==> config.mk <==
export PLATFORM = sky130hd
export DESIGN_NAME = controlUnit
export DESIGN_NICKNAME = d
export VERILOG_FILES = /design/src/logic/isaPkg.sv /design/src/logic/ctrlPkg.sv /design/src/logic/instClassify.sv /design/src/logic/ctrlGen.sv /design/src/logic/controlUnit.sv
export SDC_FILE = /design/constraint.sdc
export NUM_CORES = 1
export LEC_CHECK = 0
export ABC_CLOCK_PERIOD_IN_PS = 2300
export BUFFER_PORTS_ARGS = -buffer_cell sky130_fd_sc_hd__buf_2
export CAP_MARGIN = 20
export CORE_MARGIN = 2
export CORE_UTILIZATION = 45
export CTS_BUF_LIST = sky130_fd_sc_hd__clkbuf_8
export CTS_CLUSTER_SIZE = 16
export DETAILED_ROUTE_END_ITERATION = 10
export PLACE_DENSITY = 0.71
export SYNTH_ARGS = -nofsm -noshare
export SYNTH_HDL_FRONTEND = slang
export SYNTH_HIERARCHICAL = 1
export SYNTH_SLANG_ARGS = --single-unit
==> constraint.sdc <==
create_clock -name clk -period 2.3 [get_ports clk]
set_input_delay 0.23 -clock clk [delete_from_list [all_inputs] [get_ports clk]]
set_output_delay 0.23 -clock clk [all_outputs]
set_load 0.1 [all_outputs]
==> src/logic/isaPkg.sv <==
package isaPkg;

	typedef logic [17:0] instT;
	typedef logic [3:0]  regSelT;
	typedef logic [3:0]  aluOpT;
	typedef logic [3:0]  memOpT;
	typedef logic [3:0]  specOpT;

	////////////////////////////////////////////////////////////////////////////
	// Opcode encodings
	////////////////////////////////////////////////////////////////////////////

	// ALU operations, bits 7..4 in register form, bits 15..12 in immediate form
	localparam aluOpT ALU_ADD  = 4'd1;
	localparam aluOpT ALU_SUB  = 4'd2;
	localparam aluOpT ALU_AND  = 4'd3;
	localparam aluOpT ALU_OR   = 4'd4;
	localparam aluOpT ALU_XOR  = 4'd5;
	localparam aluOpT ALU_NOT  = 4'd6;
	localparam aluOpT ALU_LSH  = 4'd7;
	localparam aluOpT ALU_RSH  = 4'd8;
	localparam aluOpT ALU_ARSH = 4'd9;
	localparam aluOpT ALU_CMP  = 4'd10;
	localparam aluOpT ALU_CMPR = 4'd11;
	localparam aluOpT ALU_MUL  = 4'd12;
	localparam aluOpT ALU_FMUL = 4'd13;
	localparam aluOpT ALU_MOVR = 4'd14;

	// Register/memory moves, no immediate form
	localparam memOpT MEM_MOVMR = 4'd1;
	localparam memOpT MEM_MOVRM = 4'd2;

	// Special group, opcode in bits 17..14
	localparam specOpT OP_CALL   = 4'd4;
	localparam specOpT OP_MOVMRI = 4'd5;
	localparam specOpT OP_MOVRMI = 4'd6;
	localparam specOpT OP_RET    = 4'd7;
	localparam specOpT OP_JL     = 4'd8;
	localparam specOpT OP_JLE    = 4'd9;
	localparam specOpT OP_JNE    = 4'd10;
	localparam specOpT OP_JE     = 4'd11;
	localparam specOpT OP_POP    = 4'd12;
	localparam specOpT OP_PUSH   = 4'd13;
	localparam specOpT OP_PUSHI  = 4'd14;

	// Six-bit opcodes in bits 17..12
	localparam logic [5:0] INCR_OP = 6'd60;
	localparam logic [5:0] DECR_OP = 6'd61;

	// Register file layout
	localparam regSelT PORT2_LOW = 4'd12;
	localparam regSelT SP_REG    = 4'd13;
	localparam regSelT PC_REG    = 4'd15;

	typedef struct packed {
		logic low;
		logic negative;
		logic zero;
	} flagsT;

	typedef enum logic [2:0] {
		NORMAL,
		MEMORY,
		IMMEDIATE,
		ADDR14,
		STACK,
		INCDEC,
		ILLEGAL
	} instClassT;

	// Stage 1 to stage 2 payload
	typedef struct packed {
		instClassT instClass;
		instT      inst;
		flagsT     flags;
		logic      valid;
	} classT;

endpackage

==> src/logic/ctrlPkg.sv <==
package ctrlPkg;

	typedef logic [15:0] wordT;

	////////////////////////////////////////////////////////////////////////////
	// Datapath bus enables
	////////////////////////////////////////////////////////////////////////////

	typedef struct packed {
		logic immSrc;
		logic regSrc;
		logic aluToPort1;
		logic aluToPort2;
		logic immToPort1;
		logic immToPort2;
		logic regToPort1;
		logic regToPort2;
		logic regAddr;
		logic immAddr;
		logic storeData;
		logic memToPort1;
		logic memToPort2;
		logic retPc;
		logic branchPc;
		logic pcIncr;
		logic incDecToPort1;
		logic incDecToPort2;
		logic decrement;
		logic increment;
	} busCtrlT;

	// Full decoded control word
	typedef struct packed {
		isaPkg::aluOpT  aluOp;
		logic           writeEn1;
		logic           writeEn2;
		isaPkg::regSelT destSel;
		isaPkg::regSelT destSel2;
		isaPkg::regSelT srcSel;
		logic           flagWrite;
		logic           memWrite;
		logic           memRead;
		wordT           immediate;
		wordT           addr;
		busCtrlT        bus;
		logic           illegal;
	} ctrlWordT;

endpackage

==> src/logic/instClassify.sv <==
`timescale 1ns/1ps

module instClassify (
	input  logic          clk,
	input  logic          rst,
	input  logic          instValid,
	input  isaPkg::instT  inst,
	input  isaPkg::flagsT flags,
	output isaPkg::classT classOut
);

	import isaPkg::*;

	instClassT nextClass;

	logic      validQ;
	instClassT classQ;
	instT      instQ;
	flagsT     flagsQ;

	////////////////////////////////////////////////////////////////////////////
	// Top level decode
	////////////////////////////////////////////////////////////////////////////

	always_comb begin
		case (inst[17:16])
			2'b00: begin
				// Normal group, split on bits 15..12
				if (inst[15:12] == 4'd0) begin
					nextClass = NORMAL;
				end else if (inst[15:12] == 4'd1) begin
					nextClass = MEMORY;
				end else begin
					nextClass = IMMEDIATE;
				end
			end
			2'b01, 2'b10: begin
				nextClass = ADDR14;
			end
			default: begin
				// Top quarter holds the stack ops and the 1111xx group
				if (inst[17:12] == INCR_OP || inst[17:12] == DECR_OP) begin
					nextClass = INCDEC;
				end else if (specOpT'(inst[17:14]) == OP_POP ||
					specOpT'(inst[17:14]) == OP_PUSH ||
					specOpT'(inst[17:14]) == OP_PUSHI) begin
					nextClass = STACK;
				end else begin
					nextClass = ILLEGAL;
				end
			end
		endcase
	end

	////////////////////////////////////////////////////////////////////////////
	// Pipeline register into stage 2
	////////////////////////////////////////////////////////////////////////////

	always_ff @(posedge clk) begin
		if (rst) begin
			validQ <= 1'b0;
		end else begin
			validQ <= instValid;
		end
	end

	// Payload only moves on a strobe
	always_ff @(posedge clk) begin
		if (instValid) begin
			classQ <= nextClass;
			instQ  <= inst;
			flagsQ <= flags;
		end
	end

	assign classOut = '{
		instClass: classQ,
		inst:      instQ,
		flags:     flagsQ,
		valid:     validQ
	};

	// Every encoding of the normal group is a legal class
	normalNeverIllegal: assert property (@(posedge clk) disable iff (rst)
		validQ && instQ[17:16] == 2'b00 |-> classQ != ILLEGAL);

endmodule

==> src/logic/ctrlGen.sv <==
`timescale 1ns/1ps

module ctrlGen (
	input  logic              clk,
	input  logic              rst,
	input  isaPkg::classT     classIn,
	output logic              ctrlValid,
	output ctrlPkg::ctrlWordT ctrl
);

	import isaPkg::*;
	import ctrlPkg::*;

	ctrlWordT nextCtrl;

	// Registers 12 and 13 sit behind the second write port
	function automatic logic isPort2(input regSelT r);
		return (r == PORT2_LOW) || (r == SP_REG);
	endfunction

	function automatic logic jumpTaken(input specOpT op, input flagsT f);
		case (op)
			OP_JL:   return f.low | f.negative;
			OP_JLE:  return f.low | f.negative | f.zero;
			OP_JNE:  return ~f.zero;
			OP_JE:   return f.zero;
			default: return 1'b0;
		endcase
	endfunction

	////////////////////////////////////////////////////////////////////////////
	// Per-class control rules
	////////////////////////////////////////////////////////////////////////////

	always_comb begin
		instT     ir;
		regSelT   dest;
		aluOpT    op;
		specOpT   spec;
		logic     port2;
		logic     bad;
		ctrlWordT w;

		ir    = classIn.inst;
		dest  = ir[11:8];
		port2 = isPort2(dest);
		spec  = ir[17:14];
		op    = (classIn.instClass == IMMEDIATE) ? ir[15:12] : ir[7:4];
		bad   = 1'b0;
		w     = '0;

		case (classIn.instClass)
			NORMAL, IMMEDIATE: begin
				w.aluOp       = op;
				w.destSel     = dest;
				w.destSel2    = dest;
				w.bus.pcIncr  = 1'b1;
				if (classIn.instClass == NORMAL) begin
					w.srcSel     = ir[3:0];
					w.bus.regSrc = 1'b1;
				end else begin
					// Immediate form operates on dest in place
					w.srcSel     = dest;
					w.immediate  = {8'd0, ir[7:0]};
					w.bus.immSrc = 1'b1;
				end
				case (op)
					ALU_ADD, ALU_SUB, ALU_AND, ALU_OR, ALU_XOR,
					ALU_NOT, ALU_LSH, ALU_RSH, ALU_ARSH: begin
						w.flagWrite      = 1'b1;
						w.writeEn1       = ~port2;
						w.writeEn2       = port2;
						w.bus.aluToPort1 = ~port2;
						w.bus.aluToPort2 = port2;
					end
					ALU_CMP, ALU_CMPR: begin
						// Flags only, no writeback
						w.flagWrite = 1'b1;
					end
					ALU_MOVR: begin
						w.writeEn1 = ~port2;
						w.writeEn2 = port2;
						if (classIn.instClass == NORMAL) begin
							w.bus.regToPort1 = ~port2;
							w.bus.regToPort2 = port2;
						end else begin
							w.bus.immToPort1 = ~port2;
							w.bus.immToPort2 = port2;
						end
					end
					ALU_MUL, ALU_FMUL: bad = 1'b1;
					default:           bad = 1'b1;
				endcase
			end
			MEMORY: begin
				w.aluOp       = ir[7:4];
				w.destSel     = dest;
				w.destSel2    = dest;
				w.srcSel      = ir[3:0];
				w.bus.regSrc  = 1'b1;
				w.bus.pcIncr  = 1'b1;
				case (memOpT'(ir[7:4]))
					MEM_MOVMR: begin
						w.memRead        = 1'b1;
						w.bus.regAddr    = 1'b1;
						w.writeEn1       = ~port2;
						w.writeEn2       = port2;
						w.bus.memToPort1 = ~port2;
						w.bus.memToPort2 = port2;
					end
					MEM_MOVRM: begin
						w.memWrite      = 1'b1;
						w.bus.regAddr   = 1'b1;
						w.bus.storeData = 1'b1;
					end
					default: bad = 1'b1;
				endcase
			end
			ADDR14: begin
				w.addr        = {2'b00, ir[13:0]};
				w.destSel     = PC_REG;
				w.bus.regSrc  = 1'b1;
				w.bus.immAddr = 1'b1;
				case (spec)
					OP_CALL: begin
						w.memWrite       = 1'b1;
						w.bus.memToPort1 = 1'b1;
						w.bus.pcIncr     = 1'b1;
					end
					OP_MOVMRI: begin
						w.memRead        = 1'b1;
						w.writeEn1       = 1'b1;
						w.bus.memToPort1 = 1'b1;
						w.bus.pcIncr     = 1'b1;
					end
					OP_MOVRMI: begin
						w.memWrite      = 1'b1;
						w.bus.storeData = 1'b1;
						w.bus.pcIncr    = 1'b1;
					end
					OP_RET: begin
						w.memRead   = 1'b1;
						w.bus.retPc = 1'b1;
					end
					default: begin
						// Conditional jumps
						w.bus.branchPc = jumpTaken(spec, classIn.flags);
						w.bus.pcIncr   = ~jumpTaken(spec, classIn.flags);
					end
				endcase
			end
			STACK: begin
				w.srcSel        = SP_REG;
				w.destSel2      = SP_REG;
				w.bus.regAddr   = 1'b1;
				w.bus.storeData = 1'b1;
				w.bus.pcIncr    = 1'b1;
				if (spec == OP_POP) begin
					w.destSel = ir[13:10];
					// Popping into 12 or 13 would clobber the stack pointer
					if (!isPort2(ir[13:10])) begin
						w.writeEn1          = 1'b1;
						w.writeEn2          = 1'b1;
						w.memRead           = 1'b1;
						w.bus.regSrc        = 1'b1;
						w.bus.incDecToPort2 = 1'b1;
						w.bus.decrement     = 1'b1;
					end
				end else begin
					w.memWrite          = 1'b1;
					w.writeEn2          = 1'b1;
					w.bus.incDecToPort2 = 1'b1;
					w.bus.increment     = 1'b1;
					if (spec == OP_PUSHI) begin
						w.bus.immSrc = 1'b1;
					end else begin
						w.destSel    = ir[13:10];
						w.bus.regSrc = 1'b1;
					end
				end
			end
			INCDEC: begin
				w.srcSel            = dest;
				w.destSel           = dest;
				w.destSel2          = dest;
				w.bus.pcIncr        = 1'b1;
				w.writeEn1          = ~port2;
				w.writeEn2          = port2;
				w.bus.incDecToPort1 = ~port2;
				w.bus.incDecToPort2 = port2;
				if (ir[17:12] == INCR_OP) begin
					w.bus.increment = 1'b1;
				end else begin
					w.bus.decrement = 1'b1;
				end
			end
			default: bad = 1'b1;
		endcase

		// Illegal words carry nothing but the flag
		if (bad) begin
			w         = '0;
			w.illegal = 1'b1;
		end
		nextCtrl = w;
	end

	////////////////////////////////////////////////////////////////////////////
	// Output register
	////////////////////////////////////////////////////////////////////////////

	always_ff @(posedge clk) begin
		if (rst) begin
			ctrlValid <= 1'b0;
			ctrl      <= '0;
		end else begin
			ctrlValid <= classIn.valid;
			if (classIn.valid) begin
				ctrl <= nextCtrl;
			end else begin
				ctrl <= '0;
			end
		end
	end

	memExclusive: assert property (@(posedge clk) disable iff (rst)
		!(ctrl.memRead && ctrl.memWrite));

	pcSourceOne: assert property (@(posedge clk) disable iff (rst)
		ctrlValid && !ctrl.illegal |->
		$onehot({ctrl.bus.pcIncr, ctrl.bus.branchPc, ctrl.bus.retPc}));

	port1Target: assert property (@(posedge clk) disable iff (rst)
		ctrl.writeEn1 |-> !isPort2(ctrl.destSel));

endmodule

==> src/logic/controlUnit.sv <==
`timescale 1ns/1ps

module controlUnit (
	input  logic              clk,
	input  logic              rst,
	input  logic              instValid,
	input  isaPkg::instT      inst,
	input  isaPkg::flagsT     flags,
	output logic              ctrlValid,
	output ctrlPkg::ctrlWordT ctrl
);

	import isaPkg::*;

	// Classified instruction between the stages
	classT classBus;

	instClassify classify_i (
		.clk       (clk),
		.rst       (rst),
		.instValid (instValid),
		.inst      (inst),
		.flags     (flags),
		.classOut  (classBus)
	);

	ctrlGen gen_i (
		.clk       (clk),
		.rst       (rst),
		.classIn   (classBus),
		.ctrlValid (ctrlValid),
		.ctrl      (ctrl)
	);

endmodule

# Word-level counts from Yosys, hierarchy flattened
# Index checks and enable logic that the tools add are counted.
[op_classes] addsub=0 n_mul=0 n_div=0 order_cmp=0 eq_ne=42 n_shift=0 mux=58 bitwise_logic=13 reduce_logical=35
[ops] cell="equality test 4 bit, second input constant" count=18
[ops] cell="equality test 4 x 3 -> 1 bit, second input constant" count=8
[ops] cell="one-hot mux 8 bit (4 select lines)" count=1
[ops] cell="2-to-1 mux 1 bit" count=30
[ops] cell="OR reduction 4 bit" count=6
[ops] cell="equality test 6 bit, second input constant" count=3
[ops] cell="OR reduction 2 bit" count=8
[ops] cell="OR reduction 5 bit" count=3
[ops] cell="equality test 4 x 1 -> 1 bit, second input constant" count=3
[ops] cell="equality test 4 x 2 -> 1 bit, second input constant" count=3
[ops] cell="2-to-1 mux 4 bit" count=3
[ops] cell="one-hot mux 3 bit (2 select lines)" count=2
[ops] cell="one-hot mux 4 bit (3 select lines)" count=1
[ops] cell="OR reduction 12 bit" count=1
[ops] cell="OR reduction 6 bit" count=2
[ops] cell="inverter 1 bit" count=11
[ops] cell="OR reduction 11 bit" count=1
[ops] cell="2-to-1 mux 2 bit" count=5
[ops] cell="one-hot mux 1 bit (2 select lines)" count=5
[ops] cell="OR reduction 10 bit" count=1
[ops] cell="one-hot mux 1 bit (3 select lines)" count=3
[ops] cell="OR reduction 3 bit" count=3
[ops] cell="OR reduction 9 bit" count=1
[ops] cell="one-hot mux 1 bit (4 select lines)" count=2
[ops] cell="16 further kinds" count=24
[totals] reg_bits=100 latch_bits=0 ramBits=0 romBits=0 in_bits=24 out_inout_bits=75 elab_cells=189 mem_count=0

# Longest topological paths before layout
[logic_depth] depth_word=8 ltp_mapped=7 ltp_nobuf=6

# Hierarchy
# Netlist, hierarchy kept.
[modules_own_cells] module="ctrlGen" n_inst=1 cells_per_inst=288 area_per_inst_um2=2612.5 seq_area_each_um2=1301.2
[modules_own_cells] module="instClassify" n_inst=1 cells_per_inst=42 area_per_inst_um2=848.3 seq_area_each_um2=740.7

# Worst setup path before layout
# No wires, ideal clock.
[synth_path] path_kind="reg2reg" from="register classify_i.instQ[4]" to="register, netlist name gen_i/ctrl[5]" setup_ps=133 arrival_ps=1735 required_time_ps=2167 setup_slack_ps=432 stages_incl_launch_ff=8 cell_sequence="edfxtp_1 -> buf_6 -> or4_4 -> o211ai_2 -> nor3_2 -> o31ai_4 -> buf_6 -> a21oi_1"
[synth_between] elab_chain_len=6
[synth_rtl] item="start: declaration" line_no="instClassify.sv:18" rtl="instT instQ;"
[synth_rtl] item="start signal: assignment" line_no="instClassify.sv:71" rtl="instQ <= inst;"
[synth_rtl] item="2-to-1 mux 4 bit" line_no="ctrlGen.sv:48" rtl="op = (classIn.instClass == IMMEDIATE) ? ir[15:12] : ir[7:4];"
[synth_rtl] item="equality test 4 bit (tied with other cells)" line_no="ctrlGen.sv:67" rtl="case (op)"
[synth_rtl] item="OR reduction 12 bit (no line)"
[synth_rtl] item="2-to-1 mux 1 bit" line_no="ctrlGen.sv:67"
[synth_rtl] item="one-hot mux 1 bit (3 select lines) *" line_no="ctrlGen.sv:52" rtl="case (classIn.instClass)"
[synth_rtl] item="OR reduction 3 bit (no line) *"
# Every way passes the cells marked *; elsewhere a longest branch is shown, timed or not.
# A chain may end at the register's enable or synchronous reset.

# Final worst setup path
[layout_path] from="register classify_i.classQ[0]" to="register, netlist name gen_i/ctrl[69]"
[layout_between] elab_chain_len=7
[layout_rtl] item="start: declaration" line_no="instClassify.sv:17" rtl="instClassT classQ;"
[layout_rtl] item="start signal: assignment" line_no="instClassify.sv:70" rtl="classQ <= nextClass;"
[layout_rtl] item="equality test 3 x 2 -> 1 bit" line_no="ctrlGen.sv:48, ctrlGen.sv:52"
[layout_rtl] item="2-to-1 mux 4 bit" line_no="ctrlGen.sv:48"
[layout_rtl] item="equality test 4 bit (tied with other cells)" line_no="ctrlGen.sv:67"
[layout_rtl] item="OR reduction 12 bit (no line)"
[layout_rtl] item="2-to-1 mux 1 bit" line_no="ctrlGen.sv:67"
[layout_rtl] item="one-hot mux 1 bit (3 select lines)" line_no="ctrlGen.sv:52"
[layout_rtl] item="OR reduction 3 bit (no line)"
# Several ways; a longest one is shown, not always the timed one.

==> impl_metrics.yaml <==
placement:
  hpwl_mm: 5.76
  pre_cts_slack_ns: 0.335
  port_buffers: 88
  gp_congestion: 0.951
floorplanning:
  die-area_um2: 8410
  start_util: 0.472
  die_h_um: 91.7
  coreArea_um2: 7330
  num_io_pins: 99
  rows: 31
  die_w_um: 91.7
sta:
  tightest_slew_ns: 0.571
  skew_ns: 0.0102
  slew_viol_final: 0
  relSlewSlack: 0.618
  hold_viol: 0
  layout_min_cycle_time_ns: 2.01
  fin_crit_sh: 0.873
  postLayoutSetupSlackWorst_ns: 0.291
  max_freq_mhz: 498
  rsz0062_at_grt: "no"
  setup_tns_ns: 0
  setup_violations: 0
detailed_routing:
  dr.pass1.iters: 4
  remaining_drc_errors: 0
  antenna_left: 0
  viasPerCell: 5.09
  drt-total-wl_mm: 7.91
  wl_per_cell_um: 15.0
  drtIter0Drc: 171
  vias: 2685
cells_and_area:
  diodes: 0
  layout.nets: 449
  final_layout_size_suffix_gt1_frac: 0.306
  final_util: 0.572
  area_growth_pct: 21.2
clock_network:
  clk_pin_slew_worst_paths_ns: 0.09
  clock_sinks: 90
  cts-root-buf: "clkbuf_8"
  clock_latency_ns: 0.36
  cts_setup_buffers: 0
  cts_made_buffers: 9
  cts_hold_buf: 0
  cts_tree: "done"
  ctsResizeCount: 0
  htree_levels: 3
  clk_path_buf_depth: 2
setup_path:
  endpoint_kind: "register"
  worstRegToRegCells: 6
  cp-start-kind: "register"
  rr_endpoint: "gen_i/ctrl[69]"
  path_cells: "buf_4 -> or3b_1 -> or3b_1 -> o21ai_0 -> a21oi_1 -> a21oi_1"
  r2r-start: "classify_i/classQ[0]"
  path_max_fanout: 8
  worstPathArrival_ns: 2.29
  crit_path_start: "classify_i/classQ[0]"
  max_stage_delay_ns: 0.54
  cp_slowest_cell: "edfxtp_1"
  required_ns: 2.58
  rrSetupSlack_ns: 0.29
  crit_type: "reg2reg"
power_and_ir_drop:
  vdd_drop_max_v: 0.000398
  powerDensity_nw_per_um2: 789
  p_leak_uw: 0.00189
  power_uw: 3310
logic_synthesis:
  async_flop_share: 0
  synthCells: 330
  synth_edf_count: 24
  synth_ff_type: "dfxtp_1"
  synth_area_um2: 3460
  yosys_warnings: 6
  ys_seq_area_frac: 0.590
  synth_seq_cells: 90
  yosys-top-cells-area: "dfxtp_1 (38%), edfxtp_1 (21%), nor2_1 (4.1%)"
  yosys.area.top_type: "dfxtp_1"
  netlist.area_leader.share: 0.382
  synth_area_per_cell_um2: 10.5
  synth_cell_types: 51
global_routing:
  grt_overflow: 0
  grt_pass1_vias: 2499
  grt_antenna_before_repair: 0
  grt_max_degree: 26
  grt_first_pass_wirelength_mm: 12.6
  grt_usage: 0.194
run_status:
  status: "finished clean"
flow_run:
  drv_cap: 0
worst_hold_path:
  hp-class: "in2reg"
  min_path_cells: 2
  min_to: "classify_i/validQ"
  hold_start: "rst"
## power breakdown
| group | leakage, uW | internal (uW) | total [uW] | switching, uW |
|---|---|---|---|---|
| registers | 0.000767 | 1680 | 1740 | 57.0 |
| clock network | 0.000101 | 500 | 1040 | 535 |
| logic | 0.00102 | 147 | 536 | 389 |
| total | 0.00189 | 2330 | 3310 | 981 |
## synth_stat cells, drive strengths merged (2+ instances only)
library cell	instances
mux2i	4
a221oi	3
or3b	2
nand2	17
and3	15
nand4b	2
a21oi	23
o21ai	8
a31oi	6
clkbuf	10
nor3	15
or4	2
inv	4
o32a	2
or2	2
nand4	4
dfxtp	66
nor2b	13
nand3	6
nor4	3
nand4bb	2
o211ai	3
buf	21
o22a	3
ha	2
and2	8
nand2b	7
nor2	38
edfxtp	24
## logic make-up (layout without fill, tap and decap cells)
group                      count (synthesis)  in the layout  synth area share
AOI/OAI and AO/OA                         57             57             0.114
xor gates and xnor gates                   1              1           0.00253
buffers and inverters                     36            125            0.0568
other                                      1             10           0.00108
adders and majority gates                  2              2           0.00723
and+or+nand+nor                          139            139             0.217
muxes                                      4              4            0.0116
DFF                                       90             90             0.590
## metal layers
layer / up-vias / wire, um / GRT usage
met5: - / 0 / 0
met4: 0 / 118 / 0.0759
met3: 8 / 484 / 0.0435
met2: 101 / 3890 / 0.316
met1: 1251 / 3410 / 0.251
li1: 1325 / - / -
## critical path, delay by kind of cell (launching register included)
family,cells,cell delay [ns]
AO/OA/AOI/OAI,3,0.29
buffers and inverters,1,0.23
flip-flops,1,0.54
AND/OR/NAND/NOR,2,0.88
## flip-flops by register name, indices dropped and copies added, names as in the netlist
name	cells
gen_i/ctrl	64
classify_i/instQ	18
classify_i/classOut	3
classify_i/classQ	3
classify_i/validQ	1
gen_i/ctrlValid	1
## layout make-up
class | count | area (um^2)
fill | 664 | 3140
sequential | 90 | 2040
multi-input combinational | 213 | 1260
timing repair buffer | 104 | 561
clock buffer | 9 | 124
tap | 99 | 124
clock inverter | 7 | 70.1
inverter | 5 | 18.8
## per-stage QoR
stage / hold WS [ns] / std cells / instance area [um^2]
floorplan: 0.302 / 339 / 3490
global placement: 0.401 / 511 / 4000
detailed placement: 0.405 / 511 / 4000
CTS: 0.0186 / 527 / 4200
global route: 0.0135 / 527 / 4200
finish: 0.0295 / 527 / 4200
## cells in the final DEF (no fill, tap or decap), types with 3 or more instances in the layout
| cell | instances |
|---|---|
| nor2_1 | 38 |
| dfxtp_1 | 66 |
| edfxtp_1 | 24 |
| mux2i_1 | 4 |
| a31oi_1 | 6 |
| a221oi_1 | 3 |
| nand2_1 | 17 |
| and3_1 | 15 |
| buf_2 | 88 |
| nand3_1 | 6 |
| buf_4 | 16 |
| o21ai_0 | 7 |
| o22a_1 | 3 |
| inv_1 | 5 |
| and2_1 | 8 |
| conb_1 | 10 |
| nand4_1 | 4 |
| nor4_1 | 3 |
| nand2b_1 | 7 |
| a21oi_1 | 22 |
| nor3_1 | 14 |
| nor2b_1 | 13 |
| clkbuf_8 | 9 |
## how the worst max path moves through the flow
stage	slack, ns	cells past startpoint	to
detailed placement	0.33	5	gen_i/ctrl[59]
CTS	0.32	6	gen_i/ctrl[69]
finish	0.29	6	gen_i/ctrl[69]
global placement	0.34	6	gen_i/ctrl[69]
floorplan	0.43	7	gen_i/ctrl[5]
global route	0.21	5	gen_i/ctrl[59]
Note: power is estimated with default switching activity, not from simulation.
